--- config.mk ---
export PLATFORM = sky130hd
export DESIGN_NAME = fx2_interface
export DESIGN_NICKNAME = d
export VERILOG_FILES = /design/src/hdl/fx2_pkg.sv /design/src/hdl/endpoint_scheduler.sv /design/src/hdl/header_parser.sv /design/src/hdl/ep2_data_receiver.sv /design/src/hdl/ep4_command_receiver.sv /design/src/hdl/ep8_command_sender.sv /design/src/hdl/fx2_interface.sv
export SDC_FILE = /design/constraint.sdc
export NUM_CORES = 1
export LEC_CHECK = 0
export ABC_CLOCK_PERIOD_IN_PS = 3800
export BUFFER_PORTS_ARGS = -buffer_cell sky130_fd_sc_hd__clkbuf_2
export CORE_ASPECT_RATIO = 0.6
export CORE_UTILIZATION = 50
export CTS_BUF_LIST = sky130_fd_sc_hd__clkbuf_2 sky130_fd_sc_hd__clkbuf_4 sky130_fd_sc_hd__clkbuf_8
export DETAILED_ROUTE_END_ITERATION = 16
export GPL_TIMING_DRIVEN = 1
export MAX_ROUTING_LAYER = met4
export PLACE_DENSITY = 0.71
export RECOVER_POWER = 50
export SYNTH_ARGS = -nofsm -noshare
export SYNTH_HDL_FRONTEND = slang
export SYNTH_HIERARCHICAL = 1
export SYNTH_SLANG_ARGS = --single-unit
export TNS_END_PERCENT = 20
--- constraint.sdc ---
create_clock -name usb_ifclk -period 3.8 [get_ports usb_ifclk]
set_input_delay 0.76 -clock usb_ifclk [delete_from_list [all_inputs] [get_ports usb_ifclk]]
set_output_delay 0.76 -clock usb_ifclk [all_outputs]
set_load 0.01 [all_outputs]
--- src/hdl/fx2_pkg.sv ---
/*
 * FX2 slave FIFO glue package
 * Shared byte and length types, framing constants, endpoint and packet
 * phase enums, and the status structs between endpoints and scheduler
 */
package fx2_pkg;

    // One byte on the FX2 FIFO data bus
    typedef logic [7:0] byte_t;

    // Packet length or running byte count
    typedef logic [15:0] length_t;

    // Every frame starts with this marker byte
    localparam byte_t HEADER_BYTE = 8'hFF;

    // Tracking FIFO write ports behind EP2
    localparam int NUM_DATA_PORTS = 4;

    // Idle cycles the sender tolerates from the encoder before closing a frame
    localparam int EP8_WAIT_CYCLES = 4;

    // Endpoint index, encoded as the FX2 FIFOADR value
    typedef enum logic [1:0] {
        EP2 = 2'd0,
        EP4 = 2'd1,
        EP8 = 2'd3
    } ep_index_e;

    // Packet phase, shared by the receive parser and the sender
    typedef enum logic [2:0] {
        WAITING,
        HEADER_ID,
        LENGTH_UPPER,
        LENGTH_LOWER,
        DATA,
        DONE
    } packet_state_e;

    // Frame header fields, id first to match the wire order
    typedef struct packed {
        byte_t   id;
        length_t length;
    } packet_header_t;

    // Receive path status toward the scheduler
    typedef struct packed {
        logic rd;       // Pop a byte from the selected FIFO this cycle
        logic yield;    // Packet left half done on an empty FIFO
        logic done;     // Visit finished
    } rx_status_t;

    // Transmit path status toward the scheduler
    typedef struct packed {
        logic pending;  // Encoder holds a command
        logic done;     // Visit finished
    } tx_status_t;

endpackage

--- src/hdl/endpoint_scheduler.sv ---
/*
 * Endpoint scheduler
 * Visits EP2, EP4 and EP8 in turn, jumping to EP8 whenever a command is
 * waiting, and turns the selected receiver's read request into SLRD
 */
`timescale 1ns/1ps

module endpoint_scheduler
    import fx2_pkg::*;
(
    input  logic       usb_ifclk,
    input  logic       reset,
    input  rx_status_t ep2_status,
    input  rx_status_t ep4_status,
    input  tx_status_t ep8_status,
    output ep_index_e  ep_index,
    output logic       usb_slrd
);

    logic visit_done;
    logic visit_yield;
    logic read_request;

    // Plain round-robin successor
    function automatic ep_index_e next_in_order(input ep_index_e current);
        ep_index_e next;
        case (current)
            EP2:     next = EP4;
            EP4:     next = EP8;
            default: next = EP2;
        endcase
        return next;
    endfunction

    // Pick the status of whichever endpoint owns the bus right now
    always_comb begin
        case (ep_index)
            EP2: begin
                visit_done   = ep2_status.done;
                visit_yield  = ep2_status.yield;
                read_request = ep2_status.rd;
            end
            EP4: begin
                visit_done   = ep4_status.done;
                visit_yield  = ep4_status.yield;
                read_request = ep4_status.rd;
            end
            default: begin
                // EP8 only writes, so it never requests a read
                visit_done   = ep8_status.done;
                visit_yield  = 1'b0;
                read_request = 1'b0;
            end
        endcase
    end

    // SLRD is active low and follows the request in the same cycle
    assign usb_slrd = ~read_request;

    always_ff @(posedge usb_ifclk) begin
        if (reset) begin
            ep_index <= EP2;
        end else if (visit_done) begin
            // A waiting command jumps the queue after any finished visit
            if (ep8_status.pending) begin
                ep_index <= EP8;
            end else begin
                ep_index <= next_in_order(ep_index);
            end
        end else if (visit_yield) begin
            ep_index <= next_in_order(ep_index);
        end
    end

    // Only one receive path may pop the shared FIFO bus in a cycle
    assert property (@(posedge usb_ifclk) disable iff (reset)
        !(ep2_status.rd && ep4_status.rd))
        else $error("EP2 and EP4 requested a read in the same cycle");

endmodule

--- src/hdl/header_parser.sv ---
/*
 * Receive header parser
 * Tracks the frame phase of one OUT endpoint, captures the id and length,
 * and counts data bytes so a packet can be resumed after its endpoint is left
 */
`timescale 1ns/1ps

module header_parser
    import fx2_pkg::*;
(
    input  logic           usb_ifclk,
    input  logic           reset,
    input  logic           selected,
    input  logic           fifo_empty,
    input  logic           read_allowed,
    input  byte_t          usb_data_out,
    output packet_header_t header,
    output logic           in_data,
    output rx_status_t     status
);

    packet_state_e state;
    length_t       byte_count;
    logic          mid_packet;

    // Phases in which an empty FIFO means leaving the packet for later
    assign mid_packet = (state != WAITING) && (state != DONE);

    // Header bytes always flow and only the data phase waits on the consumer
    always_comb begin
        status.rd    = selected && !fifo_empty && (state != DONE)
                       && ((state != DATA) || read_allowed);
        status.yield = selected && fifo_empty && mid_packet;
        status.done  = selected && (state == DONE);
    end

    assign in_data = selected && (state == DATA);

    always_ff @(posedge usb_ifclk) begin
        if (reset) begin
            state <= WAITING;
        end else begin
            case (state)
                WAITING: begin
                    // Anything but a marker, or nothing at all, ends the visit
                    if (status.rd && usb_data_out == HEADER_BYTE) begin
                        state <= HEADER_ID;
                    end else if (selected) begin
                        state <= DONE;
                    end
                end
                HEADER_ID: begin
                    if (status.rd) begin
                        state <= LENGTH_UPPER;
                    end
                end
                LENGTH_UPPER: begin
                    if (status.rd) begin
                        state <= LENGTH_LOWER;
                    end
                end
                LENGTH_LOWER: begin
                    if (status.rd) begin
                        // An empty packet has nothing to read after the header
                        if ({header.length[15:8], usb_data_out} == '0) begin
                            state <= DONE;
                        end else begin
                            state <= DATA;
                        end
                    end
                end
                DATA: begin
                    if (status.rd && byte_count == header.length - 1'b1) begin
                        state <= DONE;
                    end
                end
                default: begin
                    state <= WAITING;
                end
            endcase
        end
    end

    // Header fields and byte count load only on popped bytes
    always_ff @(posedge usb_ifclk) begin
        if (status.rd) begin
            case (state)
                HEADER_ID:    header.id           <= usb_data_out;
                LENGTH_UPPER: header.length[15:8] <= usb_data_out;
                LENGTH_LOWER: begin
                    header.length[7:0] <= usb_data_out;
                    byte_count         <= '0;
                end
                DATA:         byte_count <= byte_count + 1'b1;
                default:      ;
            endcase
        end
    end

    // The count stays below the declared length for the whole data phase
    assert property (@(posedge usb_ifclk) disable iff (reset)
        (state == DATA) |-> (byte_count < header.length))
        else $error("Byte counter passed the packet length");

endmodule

--- src/hdl/ep2_data_receiver.sv ---
/*
 * EP2 data receiver
 * Parses framed data packets and steers each data byte to the tracking FIFO
 * write port named by the header id
 */
`timescale 1ns/1ps

module ep2_data_receiver
    import fx2_pkg::*;
(
    input  logic                      usb_ifclk,
    input  logic                      reset,
    input  logic                      selected,
    input  logic                      usb_ep2_empty,
    input  byte_t                     usb_data_out,
    output logic [NUM_DATA_PORTS-1:0] ep2_port_write,
    output rx_status_t                status
);

    packet_header_t header;
    logic           in_data;

    // Data bytes are never held back on this path
    header_parser u_parser (
        .usb_ifclk    (usb_ifclk),
        .reset        (reset),
        .selected     (selected),
        .fifo_empty   (usb_ep2_empty),
        .read_allowed (1'b1),
        .usb_data_out (usb_data_out),
        .header       (header),
        .in_data      (in_data),
        .status       (status)
    );

    // One-hot strobe on bytes actually popped; out-of-range ids fall on the floor
    always_comb begin
        for (int i = 0; i < NUM_DATA_PORTS; i++) begin
            ep2_port_write[i] = in_data && status.rd && (header.id == byte_t'(i));
        end
    end

endmodule

--- src/hdl/ep4_command_receiver.sv ---
/*
 * EP4 command receiver
 * Parses framed command packets, shows the header to the command decoder
 * and lets the decoder pace the data reads
 */
`timescale 1ns/1ps

module ep4_command_receiver
    import fx2_pkg::*;
(
    input  logic           usb_ifclk,
    input  logic           reset,
    input  logic           selected,
    input  logic           usb_ep4_empty,
    input  byte_t          usb_data_out,
    input  logic           cmd_in_read,
    output packet_header_t cmd_in_header,
    output logic           cmd_in_ready,
    output rx_status_t     status
)
;

    logic in_data;

    // The decoder's read line gates the data phase, so a slow decoder
    // stalls the endpoint instead of making it yield
    header_parser u_parser (
        .usb_ifclk    (usb_ifclk),
        .reset        (reset),
        .selected     (selected),
        .fifo_empty   (usb_ep4_empty),
        .read_allowed (cmd_in_read),
        .usb_data_out (usb_data_out),
        .header       (cmd_in_header),
        .in_data      (in_data),
        .status       (status)
    );

    // Ready spans the whole data phase while EP4 holds the bus
    assign cmd_in_ready = in_data;

endmodule

--- src/hdl/ep8_command_sender.sv ---
/*
 * EP8 command sender
 * Frames a pending encoder command as marker, id and length, then writes
 * the data bytes the encoder offers, giving up after a run of idle cycles
 */
`timescale 1ns/1ps

module ep8_command_sender
    import fx2_pkg::*;
(
    input  logic           usb_ifclk,
    input  logic           reset,
    input  logic           selected,
    input  logic           usb_ep8_full,
    input  packet_header_t cmd_out_header,
    input  byte_t          cmd_out_data,
    input  logic           cmd_out_write,
    output logic           cmd_out_ready,
    output logic           usb_slwr,
    output byte_t          usb_data_in,
    output tx_status_t     status
);

    packet_state_e                        state;
    length_t                              frame_length;
    length_t                              byte_count;
    logic [$clog2(EP8_WAIT_CYCLES+1)-1:0] idle_count;

    // A zero id means the encoder has nothing to say
    assign status.pending = (cmd_out_header.id != '0);
    assign status.done    = selected && (state == DONE);
    assign cmd_out_ready  = selected && (state == DATA);

    always_ff @(posedge usb_ifclk) begin
        if (reset) begin
            state    <= WAITING;
            usb_slwr <= 1'b1;
        end else begin
            // SLWR is a one-cycle strobe unless a branch below writes
            usb_slwr <= 1'b1;
            case (state)
                WAITING: begin
                    if (selected && status.pending && !usb_ep8_full) begin
                        usb_slwr     <= 1'b0;
                        usb_data_in  <= HEADER_BYTE;
                        frame_length <= cmd_out_header.length;
                        state        <= HEADER_ID;
                    end else if (selected) begin
                        // Nothing to send or no room, try again next visit
                        state <= DONE;
                    end
                end
                HEADER_ID: begin
                    usb_slwr    <= 1'b0;
                    usb_data_in <= cmd_out_header.id;
                    state       <= LENGTH_UPPER;
                end
                LENGTH_UPPER: begin
                    usb_slwr    <= 1'b0;
                    usb_data_in <= frame_length[15:8];
                    state       <= LENGTH_LOWER;
                end
                LENGTH_LOWER: begin
                    usb_slwr    <= 1'b0;
                    usb_data_in <= frame_length[7:0];
                    byte_count  <= '0;
                    idle_count  <= '0;
                    // Empty command ends right after the header
                    state       <= (frame_length == '0) ? DONE : DATA;
                end
                DATA: begin
                    if (cmd_out_write) begin
                        usb_slwr    <= 1'b0;
                        usb_data_in <= cmd_out_data;
                        byte_count  <= byte_count + 1'b1;
                        idle_count  <= '0;
                        if (byte_count == frame_length - 1'b1) begin
                            state <= DONE;
                        end
                    end else begin
                        idle_count <= idle_count + 1'b1;
                        // Encoder went quiet for too long
                        if (idle_count == ($bits(idle_count))'(EP8_WAIT_CYCLES - 1)) begin
                            state <= DONE;
                        end
                    end
                end
                default: begin
                    state <= WAITING;
                end
            endcase
        end
    end

    // Writes land in EP8 only, so the bus must still point there
    assert property (@(posedge usb_ifclk) disable iff (reset)
        !usb_slwr |-> selected)
        else $error("SLWR asserted while EP8 is not selected");

endmodule

--- src/hdl/fx2_interface.sv ---
/*
 * FX2 interface top level
 * Connects the endpoint scheduler, the EP2 data receiver, the EP4 command
 * receiver and the EP8 command sender to the FX2 slave FIFO pins
 */
`timescale 1ns/1ps

module fx2_interface
    import fx2_pkg::*;
(
    input  logic                      usb_ifclk,
    input  logic                      reset,
    input  byte_t                     usb_data_out,
    input  logic                      usb_ep2_empty,
    input  logic                      usb_ep4_empty,
    input  logic                      usb_ep8_full,
    output ep_index_e                 usb_addr,
    output logic                      usb_slrd,
    output logic                      usb_slwr,
    output logic                      usb_sloe,
    output byte_t                     usb_data_in,
    output byte_t                     ep2_port_data,
    output logic [NUM_DATA_PORTS-1:0] ep2_port_write,
    output packet_header_t            cmd_in_header,
    output byte_t                     cmd_in_data,
    output logic                      cmd_in_ready,
    input  logic                      cmd_in_read,
    input  packet_header_t            cmd_out_header,
    input  byte_t                     cmd_out_data,
    input  logic                      cmd_out_write,
    output logic                      cmd_out_ready
);

    rx_status_t ep2_status;
    rx_status_t ep4_status;
    tx_status_t ep8_status;

    // Endpoint selects decoded from the scheduler's current index
    wire ep2_selected = (usb_addr == EP2);
    wire ep4_selected = (usb_addr == EP4);
    wire ep8_selected = (usb_addr == EP8);

    // The FX2 always drives its data bus toward us
    assign usb_sloe = 1'b0;

    // Both consumers see the FIFO byte directly and qualify it with their strobes
    assign ep2_port_data = usb_data_out;
    assign cmd_in_data   = usb_data_out;

    endpoint_scheduler u_scheduler (
        .usb_ifclk  (usb_ifclk),
        .reset      (reset),
        .ep2_status (ep2_status),
        .ep4_status (ep4_status),
        .ep8_status (ep8_status),
        .ep_index   (usb_addr),
        .usb_slrd   (usb_slrd)
    );

    ep2_data_receiver u_ep2 (
        .usb_ifclk      (usb_ifclk),
        .reset          (reset),
        .selected       (ep2_selected),
        .usb_ep2_empty  (usb_ep2_empty),
        .usb_data_out   (usb_data_out),
        .ep2_port_write (ep2_port_write),
        .status         (ep2_status)
    );

    ep4_command_receiver u_ep4 (
        .usb_ifclk     (usb_ifclk),
        .reset         (reset),
        .selected      (ep4_selected),
        .usb_ep4_empty (usb_ep4_empty),
        .usb_data_out  (usb_data_out),
        .cmd_in_read   (cmd_in_read),
        .cmd_in_header (cmd_in_header),
        .cmd_in_ready  (cmd_in_ready),
        .status        (ep4_status)
    );

    ep8_command_sender u_ep8 (
        .usb_ifclk      (usb_ifclk),
        .reset          (reset),
        .selected       (ep8_selected),
        .usb_ep8_full   (usb_ep8_full),
        .cmd_out_header (cmd_out_header),
        .cmd_out_data   (cmd_out_data),
        .cmd_out_write  (cmd_out_write),
        .cmd_out_ready  (cmd_out_ready),
        .usb_slwr       (usb_slwr),
        .usb_data_in    (usb_data_in),
        .status         (ep8_status)
    );

endmodule

After elaboration in Yosys (flattened, before gate mapping)
Cells that the tools add are included.
- latch bits: 0
- memories: 0
- output and inout bits: 59
- bits of input ports: 47
- word-level logic and storage cells: 175
- bits in read-only memories: 0
- register bits: 135
- bits in writable memories: 0
- multipliers: 0
- bitwise logic cells: 2
- mux-type cells: 42
- reductions and logical operators: 64
- equality and inequality tests: 43
- $add $sub $neg: 7
- shift operators: 0
- divide/modulo/power cells: 0
- magnitude comparators: 0
- operators by type and width (cell ; number):
    16-bit case mux with 2 select lines ; 3
    3-bit two-way mux ; 18
    16-bit by 1-bit adder with 16-bit output (second input constant) ; 3
    16-bit == test ; 3
    16-bit zero test ; 3
    16-bit by 1-bit subtractor with 16-bit output (second input constant) ; 3
    3-bit case mux with 5 select lines ; 3
    8-bit case mux with 5 select lines ; 1
    1-bit logical AND ; 28
    3-bit by 2-bit == test with 1-bit output (second input constant) ; 7
    3-bit inequality test (second input constant) ; 7
    3-bit == test (second input constant) ; 6
    2-bit AND reduction ; 9
    8-bit by 2-bit == test with 1-bit output (second input constant) ; 2
    16-bit two-way mux ; 1
    8-bit two-way mux ; 2
    2-bit by 1-bit inequality test with 1-bit output (second input constant) ; 6
    5-bit AND reduction ; 2
    3-bit by 1-bit == test with 1-bit output (second input constant) ; 3
    3-bit zero test ; 3
    3-bit AND reduction ; 3
    8-bit by 1-bit == test with 1-bit output (second input constant) ; 1
    8-bit == test (second input constant) ; 1
    8-bit zero test ; 1
    other kinds (21) ; 39

Depth between registers and ports, before layout
Gate-level depths: netlist (run 1).
- depth after elaboration: 7
- depth in mapped cells: 10
- gate-level depth less buffers: 9

By module
The synthesis (run 1) kept the hierarchy.
- by module, submodules not included (module ; seq. area each (um^2) ; cells each ; area an instance (um^2) ; times used):
    ep8_command_sender ; 1371.3 ; 268 ; 2810.2 ; 1
    header_parser at u_ep2.u_parser ; 1261.2 ; 228 ; 2452.4 ; 1
    header_parser at u_ep4.u_parser ; 1261.2 ; 205 ; 2322.2 ; 1
    fx2_interface ; 0.0 ; 21 ; 147.6 ; 1
    endpoint_scheduler ; 40.0 ; 11 ; 123.9 ; 1
    ep2_data_receiver ; 0.0 ; 9 ; 62.6 ; 1

Worst setup path before layout (run 1)
No wires, ideal clock.
- kind: in2reg
- start: in cmd_out_header[19] (netlist bit)
- end: reg u_ep8.frame_length[0] (enable)
- arrival time: 2.803 ns
- setup slack: 0.561 ns
- library setup time: 0.437 ns
- cell stages on the path: 4
- required time: 3.363 ns
- path buffers: 0
- path through: nor4_1 nand2_1 nand3b_1 nor4b_1
- RTL lines (element ; line ; text):
    start, declared ; fx2_interface.sv:28 ; input packet_header_t cmd_out_header,
    end signal, assigned ; ep8_command_sender.sv:46 ; frame_length <= cmd_out_header.length;
    end, declared ; ep8_command_sender.sv:25 ; length_t frame_length;

==> impl_metrics.py, run 1 <==
metrics = {
    "final_layout": {
        "area_growth_pct": 10.9,
        "fin_nets": 880,
        "layout.cells.most_common": "edfxtp_1",
        "layout.cells.most_common_list": "edfxtp_1 (123), nor2_1 (88), clkbuf_2 (53), clkbuf_1 (52), xor2_1 (52)",
        "post_layout_nonfiller_instances": 1040,
        "insertedDiodeCount": 0,
        "drive_above_1_share_pct": 13.9,
    },
    "clock_tree": {
        "clock_tree.root_cell": "clkbuf_8",
        "cts_resized": 0,
        "cts.htree.levels": 4,
        "insertion_delay_ps": 460,
        "clk_path_buf_depth": 2,
        "number_of_clock_sinks": 135,
        "post_cts.repair.setup_buffers": 0,
        "clock_tree_from_tritoncts": "done",
        "cts_hold_buf": 0,
        "cts.clk_slew.worst_paths_ps": 90,
        "numCtsBuffers": 17,
    },
    "worst_setup_path": {
        "worstSetupEndpointType": "output port",
        "ff2ff_path_depth": 4,
        "critical_path_arrival_ps": 2410,
        "timing.critical_path.from_type": "flip-flop",
        "worstPathCellList": "nor2_1 > nor2b_1 > o21ai_0 > inv_1 > nand4bb_1 > nor4_1 > clkbuf_2",
        "critical_path.reg2reg.endpoint": "u_ep8/byte_count[15]",
        "crit_fanout": 9,
        "critical_path_required_ps": 3040,
        "critPathMaxStageDelay_ps": 410,
        "rrSetupSlack_ps": 900,
        "timing.setup.critical_path_class": "reg2out",
        "regToRegStartpoint": "u_ep8/state[0]",
        "highest_delay_cell_along_the_critical_path": "dfxtp_1",
    },
    "floorplan": {
        "floorplan.core_area_sq_um": 15400,
        "chipWidth_um": 164,
        "die_area_sq_um": 16400,
        "rows": 35,
        "number_of_placed_i_o_pins": 106,
        "floorplan.initialDensity_pct": 51.4,
        "die_height_um": 99.5,
    },
    "routing": {
        "route.vias.total": 6379,
        "final_antenna_net_count": 0,
        "vias_per_cell": 6.13,
        "route.detailed.wl_per_inst_um": 19.5,
        "wirelength_um": 20300,
        "count_of_tritonroute_iterations_in_the_first_routing_pass": 7,
        "drc": 0,
        "detailedRoute.firstIterationViolations": 556,
    },
    "sta": {
        "layout_setup_ws_ps": 635,
        "final.period_utilization_pct": 83.3,
        "report.final.hold_viol_count": 0,
        "final_period_minus_worst_setup_slack_ps": 3170,
        "finalMaxSlewViolations": 0,
        "fin_hold_ws_ps": 483,
        "finalSetupTns_ps": 0,
        "setup_viol": 0,
        "fmax_mhz": 316,
        "worst_clock_skew_ps": 16.4,
        "max_slew.worst_pin.slew_ps": 787,
        "slew-limit-headroom_pct": 47.3,
        "setup_repair_after_global_routing_missed_its_margin": "false",
    },
    "yosys": {
        "async_s_r_ff_share_synth_pct": 0,
        "post_syn_instances": 742,
        "synth-edff-count": 123,
        "ys.warnings.count": 6,
        "synth.yosys.seq_area_share_pct": 49.7,
        "synth_nets": 798,
        "ys_seq_elements": 135,
        "syn-mean-instance-area_sq_um": 10.7,
        "synth.cell_area_sq_um": 7920,
        "synth_ff_type": "edfxtp_1",
        "synth.lib_cells_used.distinct": 78,
    },
    "global_routing": {
        "grt_start_max_net_pins": 21,
        "grt_pass1_vias": 5874,
        "grt_antenna_before_repair": 0,
        "grt_first_pass_wirelength_um": 31700,
        "globalRouteTotalUtil_pct": 26.2,
        "grt_overflow": 0,
    },
    "flow_run": {
        "maxCapViolCount": 0,
    },
    "placement": {
        "placement.setup.worst_slack_ps": 951,
        "globalplace.congestion": 0.939,
        "numPortBuffers": 104,
        "place.detailed.hpwl_um": 14700,
        "placed_cells_incl_taps": 1008,
    },
    "worst_hold_path": {
        "hold_path.startpoint": "cmd_out_header[15]",
        "min-delay-path-class": "in2reg",
        "min_to": "u_ep8/frame_length[15]",
        "min_path_cells": 1,
    },
    "power_and_ir_drop": {
        "power.density_cell_area_nw_per_um2": 470,
        "leakagePower_nw": 2.96,
        "irDropWorstVdd_mv": 0.247,
        "finalPower_w": 0.00413,
    },
    "run_status": {
        "run_status": "complete, no violations",
    },
}
-- metal layers --
layer,vias up,track usage [%],wire length [um]
met2,367,37.2,8790
met3,31,4.80,1740
met5,-,-,0
met1,3059,38.0,9510
li1,2922,-,-
met4,0,7.55,275
-- how the worst max path moves through the flow --
stage                                       start                     to  slack [ps]
final                     u_scheduler/ep_index[0]      ep2_port_write[2]         630
after global routing      u_scheduler/ep_index[0]      ep2_port_write[0]         300
after CTS                 u_scheduler/ep_index[0]      ep2_port_write[1]         650
after detailed placement           u_ep8/state[0]   u_ep8/byte_count[15]         950
after global placement              usb_ep2_empty      ep2_port_write[1]        1050
after floorplan                cmd_out_header[19]  u_ep8/frame_length[0]         560
-- worst max-delay path: cells and delay by family, from the launching register on --
family	cells	cell delay, ps
buf+inv	2	320
flops	1	410
compound gates	1	230
simple gates	4	1000
-- where the power goes --
part	switching [W]	internal, W
logic	0.000585	0.000368
registers	0.000206	0.00181
clock network	0.000666	0.000489
-- state kept, by name, summed over array words and instances (netlist names) --
signal	cells
u_ep4/u_parser/header	24
u_ep2/u_parser/state	3
u_ep4/u_parser/byte_count	16
u_ep4/u_parser/state	3
u_ep2/u_parser/byte_count	16
u_ep2/u_parser/header	24
u_ep8/state	3
u_ep8/idle_count	3
u_ep8/usb_slwr	1
u_ep8/usb_data_in	8
u_ep8/frame_length	16
u_ep8/byte_count	16
u_scheduler/ep_index	2
-- through the flow --
| stage | util [%] | instance area (sq um) |
|---|---|---|
| floorplan | - | 7920 |
| global placement | 55.0 | 8490 |
| detailed placement | 55.0 | 8490 |
| CTS | 57.5 | 8860 |
| global route | 57.0 | 8780 |
| finish | 57.0 | 8780 |
-- synth_stat cells, drive strengths merged, types with 3 or more instances --
cell type,instances,area [sq um]
a2111oi,3,51.3
a21oi,33,165
a221oi,3,26.3
a31oi,9,56.3
and2,5,31.3
and3,22,138
and4,4,35.0
buf,25,191
clkbuf,26,97.6
dfxtp,12,240
edfxtp,123,3690
ha,9,113
inv,15,56.3
mux2i,15,150
nand2,40,150
nand2b,10,62.6
nand3,23,115
nand3b,9,67.6
nand4,15,93.8
nor2,88,330
nor2b,7,43.8
nor3,24,140
nor3b,3,27.5
nor4,24,169
nor4b,10,115
o2111ai,3,26.3
o21ai,15,75.1
o22a,8,70.1
o22ai,3,18.8
o31ai,6,50.1
or2,4,25.0
or3,4,25.0
or4,6,52.6
xnor2,42,368
xor2,52,455
-- final cells by class --
class | instances | area, sq um
Sequential cell | 135 | 3930
Multi-Input combinational cell | 541 | 3640
Inverter | 15 | 56.3
Timing Repair Buffer | 114 | 528
Fill cell | 1344 | 6630
Clock inverter | 14 | 130
Clock buffer | 18 | 241
Tap cell | 203 | 254
-- logic make-up after synthesis --
kind of cell / synth area share, %
and+or+nand+nor: 21.6
DFF: 49.7
AOI/OAI and AO/OA: 10.2
xor gates and xnor gates: 10.4
buffers and inverters: 4.36
muxes: 2.23
adders and majority gates: 1.42
other: 0.0948
(Power assumes the default switching activity.)
==> inputs of run 2 (changes only) <==
- ABC_CLOCK_PERIOD_IN_PS: 3800 -> 3160
- clock period: 3.8 -> 3.16 ns (I/O delays scaled with it)
==> run 2 against run 1 <==
Compared with the run above: global-route usage shrank 0.57 points; sequential cell count is the same; first-iteration DRC count grew 28%; largest cell class unchanged; largest power group unchanged.
==> impl_metrics.py, run 2 (synthesis gave the netlist of run 1 again) <==
metrics = {
    "run_status": {
        "run_status": "complete, no violations",
    },
    "routing": {
        "final_antenna_net_count": 0,
        "drc": 0,
        "vias_per_cell": 6.04,
        "route.vias.total": 6311,
        "wirelength_um": 20000,
        "detailedRoute.firstIterationViolations": 710,
        "route.detailed.wl_per_inst_um": 19.2,
        "count_of_tritonroute_iterations_in_the_first_routing_pass": 5,
    },
    "sta": {
        "setup_repair_after_global_routing_missed_its_margin": "false",
        "report.final.hold_viol_count": 0,
        "setup_viol": 0,
        "worst_clock_skew_ps": 14.0,
        "finalSetupTns_ps": 0,
        "finalMaxSlewViolations": 0,
        "final.period_utilization_pct": 94.7,
        "final_period_minus_worst_setup_slack_ps": 2990,
        "max_slew.worst_pin.slew_ps": 828,
        "fin_hold_ws_ps": 351,
        "fmax_mhz": 334,
        "slew-limit-headroom_pct": 44.8,
    },
    "worst_setup_path": {
        "critical_path_required_ps": 2530,
        "ff2ff_path_depth": 8,
        "crit_fanout": 9,
        "worstPathCellList": "nor2_2 > nor2b_1 > o21ai_1 > inv_1 > nand4bb_1 > nor4_1 > clkbuf_2",
        "timing.critical_path.max_delay_family": "simple AND/OR/NAND/NOR gates",
        "critical_path_arrival_ps": 2360,
        "regToRegStartpoint": "u_ep2/u_parser/header[0]",
        "timing.setup.critical_path_class": "reg2out",
        "timing.critical_path.from_type": "flip-flop",
        "critPathMaxStageDelay_ps": 400,
        "critical_path_buf_inv_count": 2,
        "critical_path.reg2reg.endpoint": "u_ep2/u_parser/state[0]",
        "highest_delay_cell_along_the_critical_path": "dfxtp_1",
        "rrSetupSlack_ps": 280,
        "worstSetupEndpointType": "output port",
    },
    "final_layout": {
        "layout.cells.most_common": "edfxtp_1",
        "post_layout_nonfiller_instances": 1045,
        "reg_top3": "u_ep2/u_parser/header x24, u_ep4/u_parser/header x24",
        "area_growth_pct": 11.7,
        "fin_nets": 885,
        "layout.cells.most_common_list": "edfxtp_1 (123), nor2_1 (87), clkbuf_2 (53), clkbuf_1 (53), xor2_1 (52)",
        "postLayoutCoreUtil_pct": 57.4,
        "drive_above_1_share_pct": 14.4,
        "insertedDiodeCount": 0,
    },
    "global_routing": {
        "grt_antenna_before_repair": 0,
        "grt_start_max_net_pins": 20,
        "grt_first_pass_wirelength_um": 31000,
        "grt_overflow": 0,
        "grt_pass1_vias": 5909,
        "globalRouteTotalUtil_pct": 25.6,
    },
    "floorplan": {
        "chipWidth_um": 164,
        "number_of_placed_i_o_pins": 106,
        "die_height_um": 99.5,
        "die_area_sq_um": 16400,
        "rows": 35,
        "floorplan.core_area_sq_um": 15400,
        "floorplan.initialDensity_pct": 51.4,
    },
    "placement": {
        "globalplace.congestion": 0.952,
        "placed_cells_incl_taps": 1013,
        "place.detailed.hpwl_um": 14400,
        "numPortBuffers": 104,
    },
    "worst_hold_path": {
        "min_to": "u_ep8/frame_length[10]",
        "min-delay-path-class": "in2reg",
        "min_path_cells": 1,
        "hold_path.startpoint": "cmd_out_header[10]",
    },
    "clock_tree": {
        "number_of_clock_sinks": 135,
        "clock_tree.root_cell": "clkbuf_8",
        "cts.clk_slew.worst_paths_ps": 90,
        "cts.htree.levels": 4,
        "insertion_delay_ps": 460,
        "clock_tree_from_tritoncts": "done",
        "cts_hold_buf": 0,
        "numCtsBuffers": 17,
        "clk_path_buf_depth": 2,
    },
    "power_and_ir_drop": {
        "power.density_cell_area_nw_per_um2": 574,
        "irDropWorstVdd_mv": 0.248,
        "leakagePower_nw": 3.00,
    },
    "flow_run": {
        "maxCapViolCount": 0,
    },
}
## run 2: layout make-up
| cell class | instances | area, sq um |
|---|---|---|
| clock buffers | 18 | 248 |
| clock inverters | 14 | 153 |
| fillers | 1349 | 6570 |
| inverters | 15 | 56.3 |
| multi-input cells | 541 | 3640 |
| flip-flops and latches | 135 | 3930 |
| well taps | 203 | 254 |
| repair buffers | 119 | 562 |
## run 2: timing repair
item                       in CTS  in global routing
gates resized for setup         0                  2
setup endpoints to repair       0                  4
setup buffers                   0                  0
## run 2: per-layer routing
metal,vias to the layer above,share of wire (%),global-route usage (%)
met5,-,0,-
met4,0,1.1,7.97
met3,21,9.5,5.80
met2,361,43,36.4
met1,3002,46,36.3
li1,2927,-,-
## run 2: how the worst max path moves through the flow
stage / start / to / depth (start not counted) / slack [ps]
2_1_floorplan: cmd_out_header[19] / u_ep8/frame_length[0] / 4 / 50
3_3_place_gp: u_ep2/u_parser/header[0] / u_ep2/u_parser/state[0] / 8 / 490
3_5_place_dp: u_ep2/u_parser/header[0] / u_ep2/u_parser/state[0] / 8 / 330
4_1_cts: u_scheduler/ep_index[0] / ep2_port_write[0] / 7 / 2
5_1_grt: u_scheduler/ep_index[0] / ep2_port_write[2] / 7 / 40
6_report: u_scheduler/ep_index[0] / ep2_port_write[0] / 7 / 170
## run 2: metrics by stage
stage / power (W) / cell area [sq um] / setup WS (ps)
after floorplan: 0.00326 / 7920 / 48.7
after global placement: 0.00359 / 8520 / 491
after detailed placement: 0.00363 / 8520 / 335
after CTS: 0.00510 / 8920 / 2.44
after global routing: 0.00531 / 8850 / 44.3
final: 0.00508 / 8850 / 166
## run 2: where the power goes
part / internal, W / total, W / leakage (nW) / switching, W
sequential: 0.00218 / 0.00242 / 1.21 / 0.000238
clock: 0.000681 / 0.00147 / 0.203 / 0.000791
combinational: 0.000461 / 0.00119 / 1.58 / 0.000725
total: 0.00333 / 0.00508 / 3.00 / 0.00175
